### src/verilog/bot_pkg.sv
package bot_pkg;

  // Stream width for the USB and command-block byte streams
  localparam int data_width = 8;

  // CBW signature "USBC" in arrival order, byte 0 first
  localparam logic [3:0][7:0] cbw_signature = {8'h43, 8'h42, 8'h53, 8'h55};

  // Largest legal command-block length
  localparam logic [4:0] cb_len_max = 5'd16;

  // Decoded field widths
  localparam int tag_width  = 32;
  localparam int len_width  = 32;
  localparam int lun_width  = 4;
  localparam int blen_width = 5;

  // Register map, Wishbone word addresses
  localparam logic [2:0] csr_addr_ctrl   = 3'd0;
  localparam logic [2:0] csr_addr_status = 3'd1;
  localparam logic [2:0] csr_addr_tag    = 3'd2;
  localparam logic [2:0] csr_addr_len    = 3'd3;
  localparam logic [2:0] csr_addr_info   = 3'd4;

  // Control register fields
  localparam int ctrl_enable_bit = 0;
  localparam int ctrl_ack_bit    = 1;

  // Status register fields
  localparam int status_valid_bit = 0;
  localparam int status_error_bit = 1;
  localparam int status_dir_bit   = 2;

  // Info register layout
  localparam int info_lun_lsb  = 0;
  localparam int info_blen_lsb = 8;

endpackage
### src/verilog/bot_top.sv
`timescale 1ns/1ps

module bot_top #(
  parameter int stream_width_p = bot_pkg::data_width
) (
  input  logic                      clock,
  input  logic                      reset,

  input  logic                      usb_tvalid_i,
  output logic                      usb_tready_o,
  input  logic                      usb_tlast_i,
  input  logic [stream_width_p-1:0] usb_tdata_i,

  output logic                      cb_tvalid_o,
  input  logic                      cb_tready_i,
  output logic                      cb_tlast_o,
  output logic [stream_width_p-1:0] cb_tdata_o,

  input  logic                      scsi_busy_i,
  input  logic                      scsi_done_i,

  input  logic                      wb_cyc_i,
  input  logic                      wb_stb_i,
  input  logic                      wb_we_i,
  input  logic [2:0]                wb_adr_i,
  input  logic [31:0]               wb_dat_i,
  output logic [31:0]               wb_dat_o,
  output logic                      wb_ack_o
);

  logic                            parse_enable;
  logic                            cbw_ack;
  logic                            cbw_vld;
  logic                            cbw_dir;
  logic [bot_pkg::tag_width-1:0]   cbw_tag;
  logic [bot_pkg::len_width-1:0]   cbw_len;
  logic [bot_pkg::lun_width-1:0]   cbw_lun;
  logic [bot_pkg::blen_width-1:0]  cbw_blen;
  logic                            parse_error;
  logic                            skid_flush;
  logic                            skid_tvalid;
  logic                            skid_tready;

  cbw_parser u_parser (
    .clock         (clock),
    .reset         (reset),
    .enable_i      (parse_enable),
    .scsi_busy_i   (scsi_busy_i),
    .scsi_done_i   (scsi_done_i),
    .usb_tvalid_i  (usb_tvalid_i),
    .usb_tready_o  (usb_tready_o),
    .usb_tlast_i   (usb_tlast_i),
    .usb_tdata_i   (usb_tdata_i),
    .cbw_ack_i     (cbw_ack),
    .cbw_vld_o     (cbw_vld),
    .cbw_dir_o     (cbw_dir),
    .cbw_tag_o     (cbw_tag),
    .cbw_len_o     (cbw_len),
    .cbw_lun_o     (cbw_lun),
    .cbw_blen_o    (cbw_blen),
    .error_o       (parse_error),
    .skid_flush_o  (skid_flush),
    .skid_tvalid_o (skid_tvalid),
    .skid_tready_i (skid_tready)
  );

  // Command block and host-to-device data both leave through here
  stream_skid #(
    .width_p (stream_width_p)
  ) u_skid (
    .clock      (clock),
    .reset      (reset),
    .flush_i    (skid_flush),
    .s_tvalid_i (skid_tvalid),
    .s_tready_o (skid_tready),
    .s_tlast_i  (usb_tlast_i),
    .s_tdata_i  (usb_tdata_i),
    .m_tvalid_o (cb_tvalid_o),
    .m_tready_i (cb_tready_i),
    .m_tlast_o  (cb_tlast_o),
    .m_tdata_o  (cb_tdata_o)
  );

  bot_csr u_csr (
    .clock          (clock),
    .reset          (reset),
    .wb_cyc_i       (wb_cyc_i),
    .wb_stb_i       (wb_stb_i),
    .wb_we_i        (wb_we_i),
    .wb_adr_i       (wb_adr_i),
    .wb_dat_i       (wb_dat_i),
    .wb_dat_o       (wb_dat_o),
    .wb_ack_o       (wb_ack_o),
    .cbw_vld_i      (cbw_vld),
    .cbw_dir_i      (cbw_dir),
    .cbw_tag_i      (cbw_tag),
    .cbw_len_i      (cbw_len),
    .cbw_lun_i      (cbw_lun),
    .cbw_blen_i     (cbw_blen),
    .error_i        (parse_error),
    .parse_enable_o (parse_enable),
    .cbw_ack_o      (cbw_ack)
  );

endmodule

### src/verilog/bot_csr.sv
`timescale 1ns/1ps

module bot_csr (
  input  logic                            clock,
  input  logic                            reset,

  input  logic                            wb_cyc_i,
  input  logic                            wb_stb_i,
  input  logic                            wb_we_i,
  input  logic [2:0]                      wb_adr_i,
  input  logic [31:0]                     wb_dat_i,
  output logic [31:0]                     wb_dat_o,
  output logic                            wb_ack_o,

  input  logic                            cbw_vld_i,
  input  logic                            cbw_dir_i,
  input  logic [bot_pkg::tag_width-1:0]   cbw_tag_i,
  input  logic [bot_pkg::len_width-1:0]   cbw_len_i,
  input  logic [bot_pkg::lun_width-1:0]   cbw_lun_i,
  input  logic [bot_pkg::blen_width-1:0]  cbw_blen_i,
  input  logic                            error_i,

  output logic                            parse_enable_o,
  output logic                            cbw_ack_o
);

  import bot_pkg::*;

  logic                  access;
  logic                  wr_en;
  logic                  err_q;
  logic                  vld_q;
  logic                  dir_q;
  logic [tag_width-1:0]  tag_q;
  logic [len_width-1:0]  len_q;
  logic [lun_width-1:0]  lun_q;
  logic [blen_width-1:0] blen_q;
  logic [31:0]           ctrl_w;
  logic [31:0]           status_w;
  logic [31:0]           info_w;

  // New cycle seen, ack is not yet high
  assign access = wb_cyc_i && wb_stb_i && !wb_ack_o;
  assign wr_en  = access && wb_we_i;

  always_comb begin
    ctrl_w   = '0;
    status_w = '0;
    info_w   = '0;
    ctrl_w[ctrl_enable_bit]    = parse_enable_o;
    status_w[status_valid_bit] = cbw_vld_i;
    status_w[status_error_bit] = err_q;
    status_w[status_dir_bit]   = dir_q;
    info_w[info_lun_lsb +: lun_width]   = lun_q;
    info_w[info_blen_lsb +: blen_width] = blen_q;
  end

  always_ff @(posedge clock) begin
    if (reset) begin
      wb_ack_o       <= 1'b0;
      parse_enable_o <= 1'b0;
      cbw_ack_o      <= 1'b0;
      err_q          <= 1'b0;
      vld_q          <= 1'b0;
    end else begin
      wb_ack_o  <= access;
      vld_q     <= cbw_vld_i;
      cbw_ack_o <= wr_en && (wb_adr_i == csr_addr_ctrl) && wb_dat_i[ctrl_ack_bit];
      if (wr_en && wb_adr_i == csr_addr_ctrl) begin
        parse_enable_o <= wb_dat_i[ctrl_enable_bit];
      end
      // A new error wins over a clear in the same cycle
      if (error_i) begin
        err_q <= 1'b1;
      end else if (wr_en && wb_adr_i == csr_addr_status && wb_dat_i[status_error_bit]) begin
        err_q <= 1'b0;
      end
    end
  end

  // Snapshot of the decoded CBW when it becomes valid
  always_ff @(posedge clock) begin
    if (cbw_vld_i && !vld_q) begin
      dir_q  <= cbw_dir_i;
      tag_q  <= cbw_tag_i;
      len_q  <= cbw_len_i;
      lun_q  <= cbw_lun_i;
      blen_q <= cbw_blen_i;
    end
  end

  always_ff @(posedge clock) begin
    if (access) begin
      case (wb_adr_i)
        csr_addr_ctrl:   wb_dat_o <= ctrl_w;
        csr_addr_status: wb_dat_o <= status_w;
        csr_addr_tag:    wb_dat_o <= tag_q;
        csr_addr_len:    wb_dat_o <= len_q;
        csr_addr_info:   wb_dat_o <= info_w;
        default:         wb_dat_o <= '0;
      endcase
    end
  end

  a_ack_single: assert property (
    @(posedge clock) disable iff (reset)
    wb_ack_o |=> !wb_ack_o
  ) else $error("Wishbone ack held for two cycles");

endmodule

### src/verilog/cbw_parser.sv
`timescale 1ns/1ps

module cbw_parser (
  input  logic                            clock,
  input  logic                            reset,

  input  logic                            enable_i,
  input  logic                            scsi_busy_i,
  input  logic                            scsi_done_i,

  input  logic                            usb_tvalid_i,
  output logic                            usb_tready_o,
  input  logic                            usb_tlast_i,
  input  logic [bot_pkg::data_width-1:0]  usb_tdata_i,

  input  logic                            cbw_ack_i,
  output logic                            cbw_vld_o,
  output logic                            cbw_dir_o,
  output logic [bot_pkg::tag_width-1:0]   cbw_tag_o,
  output logic [bot_pkg::len_width-1:0]   cbw_len_o,
  output logic [bot_pkg::lun_width-1:0]   cbw_lun_o,
  output logic [bot_pkg::blen_width-1:0]  cbw_blen_o,
  output logic                            error_o,

  output logic                            skid_flush_o,
  output logic                            skid_tvalid_o,
  input  logic                            skid_tready_i
);

  import bot_pkg::*;

  typedef enum logic [2:0] {
    st_idle,
    st_header,
    st_cmd,
    st_data,
    st_wait_done,
    st_discard
  } state_t;

  state_t     state;
  logic [3:0] hdr_idx;
  logic       hdr_bad;
  logic       own_ready;
  logic       path_open;
  logic       usb_fire;

  // Skid path carries the command block and host-to-device data
  assign path_open     = (state == st_cmd) || (state == st_data);
  assign own_ready     = ((state == st_idle) && enable_i && !scsi_busy_i) ||
                         (state == st_header) || (state == st_discard);
  assign usb_tready_o  = path_open ? skid_tready_i : own_ready;
  assign usb_fire      = usb_tvalid_i && usb_tready_o;
  assign skid_tvalid_o = path_open && usb_tvalid_i;

  // Flush stays low while waiting on the SCSI side so the command block drains
  assign skid_flush_o  = !(path_open || (state == st_wait_done));

  // Per-byte header checks, byte 0 is matched in idle
  always_comb begin
    hdr_bad = 1'b0;
    case (hdr_idx)
      4'd1, 4'd2, 4'd3: hdr_bad = usb_tdata_i != cbw_signature[hdr_idx[1:0]];
      4'd12:            hdr_bad = usb_tdata_i[6:0] != 7'd0;
      4'd13:            hdr_bad = usb_tdata_i[7:4] != 4'd0;
      4'd14:            hdr_bad = (usb_tdata_i == '0) || (usb_tdata_i > cb_len_max);
      default:          hdr_bad = 1'b0;
    endcase
  end

  always_ff @(posedge clock) begin
    if (reset) begin
      state     <= st_idle;
      hdr_idx   <= 4'd0;
      cbw_vld_o <= 1'b0;
      error_o   <= 1'b0;
    end else begin
      error_o <= 1'b0;
      if (cbw_ack_i) begin
        cbw_vld_o <= 1'b0;
      end
      case (state)
        st_idle: begin
          hdr_idx <= 4'd1;
          // Anything but the first signature byte is dropped
          if (usb_fire && usb_tdata_i == cbw_signature[0]) begin
            state <= st_header;
          end
        end
        st_header: begin
          if (usb_fire) begin
            hdr_idx <= hdr_idx + 4'd1;
            if (hdr_bad) begin
              error_o <= 1'b1;
              state   <= usb_tlast_i ? st_idle : st_discard;
            end else if (hdr_idx == 4'd14) begin
              cbw_vld_o <= 1'b1;
              state     <= st_cmd;
            end
          end
        end
        st_cmd: begin
          if (usb_fire && usb_tlast_i) begin
            // Direction bit set means device to host
            state <= cbw_dir_o ? st_wait_done : st_data;
          end
        end
        st_data, st_wait_done: begin
          if (scsi_done_i) begin
            state <= st_idle;
          end
        end
        st_discard: begin
          if (usb_fire && usb_tlast_i) begin
            state <= st_idle;
          end
        end
        default: state <= st_idle;
      endcase
    end
  end

  // Little-endian field capture
  always_ff @(posedge clock) begin
    if (state == st_header && usb_fire) begin
      case (hdr_idx)
        4'd4:  cbw_tag_o[7:0]   <= usb_tdata_i;
        4'd5:  cbw_tag_o[15:8]  <= usb_tdata_i;
        4'd6:  cbw_tag_o[23:16] <= usb_tdata_i;
        4'd7:  cbw_tag_o[31:24] <= usb_tdata_i;
        4'd8:  cbw_len_o[7:0]   <= usb_tdata_i;
        4'd9:  cbw_len_o[15:8]  <= usb_tdata_i;
        4'd10: cbw_len_o[23:16] <= usb_tdata_i;
        4'd11: cbw_len_o[31:24] <= usb_tdata_i;
        4'd12: cbw_dir_o        <= usb_tdata_i[7];
        4'd13: cbw_lun_o        <= usb_tdata_i[lun_width-1:0];
        4'd14: cbw_blen_o       <= usb_tdata_i[blen_width-1:0];
        default: ;
      endcase
    end
  end

  // A rejected frame never reports a decoded CBW
  a_err_no_vld: assert property (
    @(posedge clock) disable iff (reset)
    !(error_o && $rose(cbw_vld_o))
  ) else $error("error and new CBW in the same cycle");

  a_busy_gate: assert property (
    @(posedge clock) disable iff (reset)
    (state == st_idle) && scsi_busy_i |-> !usb_tready_o
  ) else $error("frame accepted while SCSI side busy");

endmodule

### src/verilog/stream_skid.sv
`timescale 1ns/1ps

module stream_skid #(
  parameter int width_p = 8
) (
  input  logic               clock,
  input  logic               reset,
  input  logic               flush_i,

  input  logic               s_tvalid_i,
  output logic               s_tready_o,
  input  logic               s_tlast_i,
  input  logic [width_p-1:0] s_tdata_i,

  output logic               m_tvalid_o,
  input  logic               m_tready_i,
  output logic               m_tlast_o,
  output logic [width_p-1:0] m_tdata_o
);

  logic               spare_vld;
  logic               spare_last;
  logic [width_p-1:0] spare_data;
  logic               s_fire;
  logic               out_free;

  // Ready only while the spare entry is free
  assign s_tready_o = !spare_vld && !flush_i;
  assign s_fire     = s_tvalid_i && s_tready_o;
  assign out_free   = !m_tvalid_o || m_tready_i;

  always_ff @(posedge clock) begin
    if (reset || flush_i) begin
      m_tvalid_o <= 1'b0;
      spare_vld  <= 1'b0;
    end else if (out_free) begin
      // Spare drains first, input is blocked while it is full
      m_tvalid_o <= spare_vld || s_fire;
      spare_vld  <= 1'b0;
    end else if (s_fire) begin
      spare_vld <= 1'b1;
    end
  end

  always_ff @(posedge clock) begin
    if (out_free) begin
      if (spare_vld) begin
        m_tdata_o <= spare_data;
        m_tlast_o <= spare_last;
      end else if (s_fire) begin
        m_tdata_o <= s_tdata_i;
        m_tlast_o <= s_tlast_i;
      end
    end else if (s_fire) begin
      // Byte caught in the cycle the consumer stalls
      spare_data <= s_tdata_i;
      spare_last <= s_tlast_i;
    end
  end

  // A stalled output holds its byte until taken or flushed
  a_hold_stable: assert property (
    @(posedge clock) disable iff (reset || flush_i)
    m_tvalid_o && !m_tready_i |=> m_tvalid_o && $stable(m_tdata_o) && $stable(m_tlast_o)
  ) else $error("skid output changed while stalled");

endmodule

### config.mk
export PLATFORM = sky130hd
export DESIGN_NAME = bot_top
export DESIGN_NICKNAME = d
export VERILOG_FILES = /design/src/verilog/bot_pkg.sv /design/src/verilog/bot_top.sv /design/src/verilog/bot_csr.sv /design/src/verilog/cbw_parser.sv /design/src/verilog/stream_skid.sv
export SDC_FILE = /design/constraint.sdc
export NUM_CORES = 1
export LEC_CHECK = 0
export BUFFER_PORTS_ARGS = -buffer_cell sky130_fd_sc_hd__buf_2
export CAP_MARGIN = 20
export CORE_MARGIN = 3
export CORE_UTILIZATION = 40
export CTS_BUF_LIST = sky130_fd_sc_hd__clkbuf_16
export CTS_CLUSTER_DIAMETER = 40
export DETAILED_ROUTE_END_ITERATION = 8
export HOLD_SLACK_MARGIN = 0.15
export PLACE_DENSITY = 0.7
export SYNTH_ARGS = -nofsm -noshare
export SYNTH_HDL_FRONTEND = slang
export SYNTH_SLANG_ARGS = --single-unit
export TNS_END_PERCENT = 5
### constraint.sdc
create_clock -name clock -period 3.8 [get_ports clock]
set_input_delay 0 -clock clock [delete_from_list [all_inputs] [get_ports clock]]
set_output_delay 0 -clock clock [all_outputs]
set_load 0.02 [all_outputs]
==> summary.md <==
| Metric | Value |
|---|---|
| Final Net Count | `a little over 600` |
| MaxCap Viol Count | `0` |
| Critical path class | `in2reg` |
| Max Slew Vio Count | `0` |
| IO Pins | `97` |
| Buffers inserted by post-CTS timing repair | `0` |
| Dominant combinational cell family by area after synthesis | `simple AND/OR/NAND/NOR gates` |
| Reg clk slew, reported paths | `~0.060 ns` |
| Slowest library cell on the worst path | `sky130_fd_sc_hd__dlygate4sd3_1` |
| First-pass GRT wire length | `20900 um` |
| Number of vias after detailed routing | `between 3000 and 4000` |
| Number of logic stages on the critical path including buffering | `10` |
| Latest clock arrival within the worst-skew pair | `a little over 0.5 ns` |
| Setup repair after global routing missed its margin | `no` |
| Syn nets | `about 490` |
| Kind of capture point of the worst setup path | `flop` |
| Sequential fraction of the synthesis area | `81.4%` |
| Total power density per cell area | `between 500 and 600 nW/um^2` |
| Die extent in x | `around 140 um` |
| Signed area change from the synthesized netlist to the final layout | `22.8%` |
| Crit share post-route | `about 75%` |
| Count of routing violations after the opening detailed-route iteration | `233` |
| Core footprint | `18800 sq um` |
| CTS tree | `built` |
| Highest achievable clock rate | `352 MHz` |
| Yosys top cell area share | `around 77%` |
| Syn. warnings | `0` |
| Crit path time final | `2.84 ns` |
| Vertical die dimension | `approximately 140 um` |
| Internal reg-to-reg setup slack | `about 1.4 ns` |
| Number of enable-type register cells in the synthesized netlist | `roughly 200` |
| Synthesized instance count | `about 440` |
| Simple logic cell fraction of the synthesized area | `under 10%` |
| Synthesized-area fraction occupied by ao, oa, aoi and oai cells | `4.06%` |
| Max FO, Critical Path | `4` |
| Initial antenna violation count | `1` |
| Worst hold margin | `about 0.22 ns` |
| Final Hold Violating Endpoints | `0` |
| Type of the worst min-delay path | `in2reg` |
| HPWL after DPL | `slightly above 8000 um` |
| Launch point of the worst path | `wb_stb_i` |
| Reg2reg path depth | `6` |
| Number of endpoints failing setup at the final stage | `0` |
| Highest cell delay on the worst timing path | `~0.57 ns` |
| P_leak | `around 0.0033 uW` |
| Count of antenna diodes in the layout | `0` |
| # port buffers | `66` |
| Placed cell area | `8360 sq um` |
| Actual transition at the worst max-transition pin | `approximately 0.9 ns` |
| Root Driver | `sky130_fd_sc_hd__clkbuf_16` |
| Routed wirelength normalized by instance count | `16.2 um` |
| Worst path cell trace | `dlygate4sd3_1 -> buf_2 -> nand2_1 -> dlygate4sd3_1 -> or2_2 -> nor3b_1 -> nand3_1 -> dlygate4sd3_1 -> a21oi_1 -> dlygate4sd3_1` |
| End of the worst register-to-register path | `u_csr.parse_enable_o$_SDFFE_PP0P_` |
| Routed via count divided by cell count | `slightly below 5` |
| CP arrival | `3.29 ns` |
| Result of the run | `completed` |
| Number of levels in the clock H-tree | `1` |
| Critical path launch point type | `input pin` |
| Crit path buf inv count | `5` |
| Overall routing resource usage | `13.0%` |
| Fillers | `approximately 1500` |
| Async set or reset register ratio after synthesis | `0%` |
| Avg Synthesized Cell Area | `17.7 sq um` |
| Crit path top cell by count | `sky130_fd_sc_hd__dlygate4sd3_1` |
| Required time at the worst-slack endpoint | `between 4 and 5 ns` |
| Netlist area before placement | `slightly below 8000 sq um` |
| Vias in the first global route | `~4000` |
| Number of standard-cell rows in the floorplan | `50` |
| Critical register-to-register path startpoint | `u_csr.wb_ack_o$_SDFF_PP0_` |
| Most numerous cell types in the synthesized netlist | `sky130_fd_sc_hd__edfxtp_1, sky130_fd_sc_hd__nor2_1, sky130_fd_sc_hd__mux2i_1` |
| Multiplexer fraction of the synthesized cell area | `5.49%` |
| Iteration count of the initial detailed-routing pass | `5` |
| Fraction of the mapped netlist area in adder cells | `less than 1%` |
| Number of clock buffers inserted by TritonCTS | `26` |
| Max Clock Skew | `0.00752 ns` |
| Maximum buffer depth of the clock tree | `3` |
| Most used DFF post-synth | `sky130_fd_sc_hd__edfxtp_1` |
| Weighted congestion reported at the end of routability-driven placement | `between 0.8 and 0.9` |
| Max-Slew Margin vs Limit | `approximately two fifths` |
| Leading cell type by number of instances after synthesis | `sky130_fd_sc_hd__edfxtp_1` |
| Total die area | `roughly 21000 sq um` |
| Xor and xnor area share after synthesis | `less than 1%` |
| Seq cells post-synth | `around 210` |
| Synth unique cells | `43` |
| Proportion of layout cells with a drive suffix above 1 | `roughly a quarter` |
| Number of sinks on the clock net | `approximately 210` |
| Family of cells with the greatest summed delay on the critical path | `buffers and inverters` |
| Number of buffers inserted for hold repair after clock tree synthesis | `26` |
| Number of DRC violations after detailed routing | `0` |
| Critical path endpoint | `u_csr.parse_enable_o$_SDFFE_PP0P_` |
| Worst supply voltage drop on vdd | `0.301 mV` |
| Post-DRT Antenna Nets | `0` |
| Setup total negative slack | `0 ns` |
| Leading post-synthesis cells by cell area | `sky130_fd_sc_hd__edfxtp_1, sky130_fd_sc_hd__dfxtp_1, sky130_fd_sc_hd__mux2i_1, sky130_fd_sc_hd__nor2_1, sky130_fd_sc_hd__mux2_2` |
| Area of all placed cells without fillers | `9460 sq um` |
| Total congestion overflow after global routing | `0` |
| Top cell type by total area after synthesis | `sky130_fd_sc_hd__edfxtp_1` |
| Final wirelength | `between 10000 and 15000 um` |
| Largest net degree at the start of global routing | `75` |
| Initial standard-cell utilization of the core | `about two fifths` |
| Quantity of gates resized following cts | `0` |
area by class of cell:
cell class	instances	area (sq um)	share of cell area, %
inverters	9	33.8	0.357
clock buffers	26	651	6.88
flip-flops and latches	214	6270	66.3
repair buffers	100	648	6.85
clock inverters	22	181	1.92
multi-input cells	197	1350	14.3
well taps	260	325	3.44
worst min path at each step:
stage / from / to / cells past startpoint / slack (ns)
floorplan: usb_tdata_i[0] / u_parser.cbw_blen_o[0]$_DFFE_PP_ / 0 / 0.1
global placement: usb_tlast_i / u_skid.spare_last$_DFFE_PP_ / 1 / 0.26
detailed placement: wb_dat_i[0] / u_csr.parse_enable_o$_SDFFE_PP0P_ / 3 / 0.27
CTS: scsi_busy_i / u_parser.state[0]$_SDFFE_PP0P_ / 6 / 0.17
global route: scsi_busy_i / u_parser.state[2]$_SDFFE_PP0P_ / 6 / 0.23
finish: scsi_busy_i / u_parser.state[0]$_SDFFE_PP0P_ / 6 / 0.22
power breakdown:
| part | total (uW) | switching [uW] | internal [uW] |
|---|---|---|---|
| logic | 169 | 106 | 62.3 |
| registers | 2580 | 5.09 | 2580 |
| clock network | 2290 | 946 | 1350 |
per-stage QoR:
step / instances / util [%] / total power [uW] / setup WS [ns]
after floorplan: 436 / - / 2720 / 1.07
after global placement: 753 / 44.4 / 2780 / 1.54
after detailed placement: 753 / 44.4 / 2790 / 1.48
after CTS: 827 / 50.2 / 5110 / 1.04
after global routing: 828 / 50.2 / 5220 / 0.831
final: 828 / 50.2 / 5050 / 0.962
cells by family (layout without fill, tap and decap cells):
group           after synthesis  in the layout
xor+xnor                      5              5
buf+inv                      25            157
mux                          41             41
simple gates                102            102
fa+ha+maj                     4              4
compound gates               45             45
flops                       214            214
registers in the layout, indices dropped and copies added, names as in the netlist, 3 cells and up:
register and count:
u_csr.blen_q 5, u_parser.hdr_idx 4, u_csr.len_q 32, u_skid.spare_data 8
u_parser.cbw_tag_o 32, u_csr.lun_q 4, u_parser.cbw_blen_o 5, u_csr.tag_q 32
u_csr.wb_dat_o 32, u_parser.state 3, u_parser.cbw_len_o 32, u_skid.m_tdata_o 8
u_parser.cbw_lun_o 4
worst reg2reg max path, stage by stage, from the launching register on:
cell                            delay (ns)
sky130_fd_sc_hd__dfxtp_1              0.30
sky130_fd_sc_hd__or2_2                0.32
sky130_fd_sc_hd__nor3b_1              0.39
sky130_fd_sc_hd__nand3_1              0.11
sky130_fd_sc_hd__dlygate4sd3_1        0.57
sky130_fd_sc_hd__a21oi_1              0.12
sky130_fd_sc_hd__dlygate4sd3_1        0.56
routing by layer:
metal	vias to the layer above	global-route usage (%)	wire length, um
met5	-	0	14
met4	2	5.50	448
met3	43	3.19	872
met2	139	21.7	6550
met1	1904	16.2	5560
li1	1901	-	-
placed cells by master, fill, tap and decap left out, types with 2 or more instances in the layout:
cell                              n
sky130_fd_sc_hd__edfxtp_1       198
sky130_fd_sc_hd__buf_2           67
sky130_fd_sc_hd__nor2_1          32
sky130_fd_sc_hd__mux2i_1         31
sky130_fd_sc_hd__clkbuf_16       26
sky130_fd_sc_hd__dlygate4sd3_1   26
sky130_fd_sc_hd__nand2_1         17
sky130_fd_sc_hd__dfxtp_1         16
sky130_fd_sc_hd__inv_1           13
sky130_fd_sc_hd__nor3_1          13
sky130_fd_sc_hd__mux2_2          10
sky130_fd_sc_hd__o21ai_0          9
sky130_fd_sc_hd__a21oi_1          9
sky130_fd_sc_hd__and2_1           8
sky130_fd_sc_hd__buf_4            7
sky130_fd_sc_hd__nand3_1          6
sky130_fd_sc_hd__nor2b_1          5
sky130_fd_sc_hd__xor2_1           5
sky130_fd_sc_hd__a22oi_1          4
sky130_fd_sc_hd__nor3b_1          4
sky130_fd_sc_hd__ha_1             4
sky130_fd_sc_hd__clkinv_2         4
sky130_fd_sc_hd__nand2b_1         3
sky130_fd_sc_hd__o22ai_1          3
sky130_fd_sc_hd__a211oi_1         3
sky130_fd_sc_hd__o21bai_1         3
sky130_fd_sc_hd__inv_8            3
sky130_fd_sc_hd__inv_6            3
sky130_fd_sc_hd__or2_2            2
sky130_fd_sc_hd__and3_1           2
sky130_fd_sc_hd__nand4_1          2
sky130_fd_sc_hd__a211oi_2         2
sky130_fd_sc_hd__nand4b_1         2
sky130_fd_sc_hd__o41ai_1          2
sky130_fd_sc_hd__clkinv_4         2
sky130_fd_sc_hd__clkinv_1         2
sky130_fd_sc_hd__clkinvlp_4       2
Power figures use the tool's default switching activity.
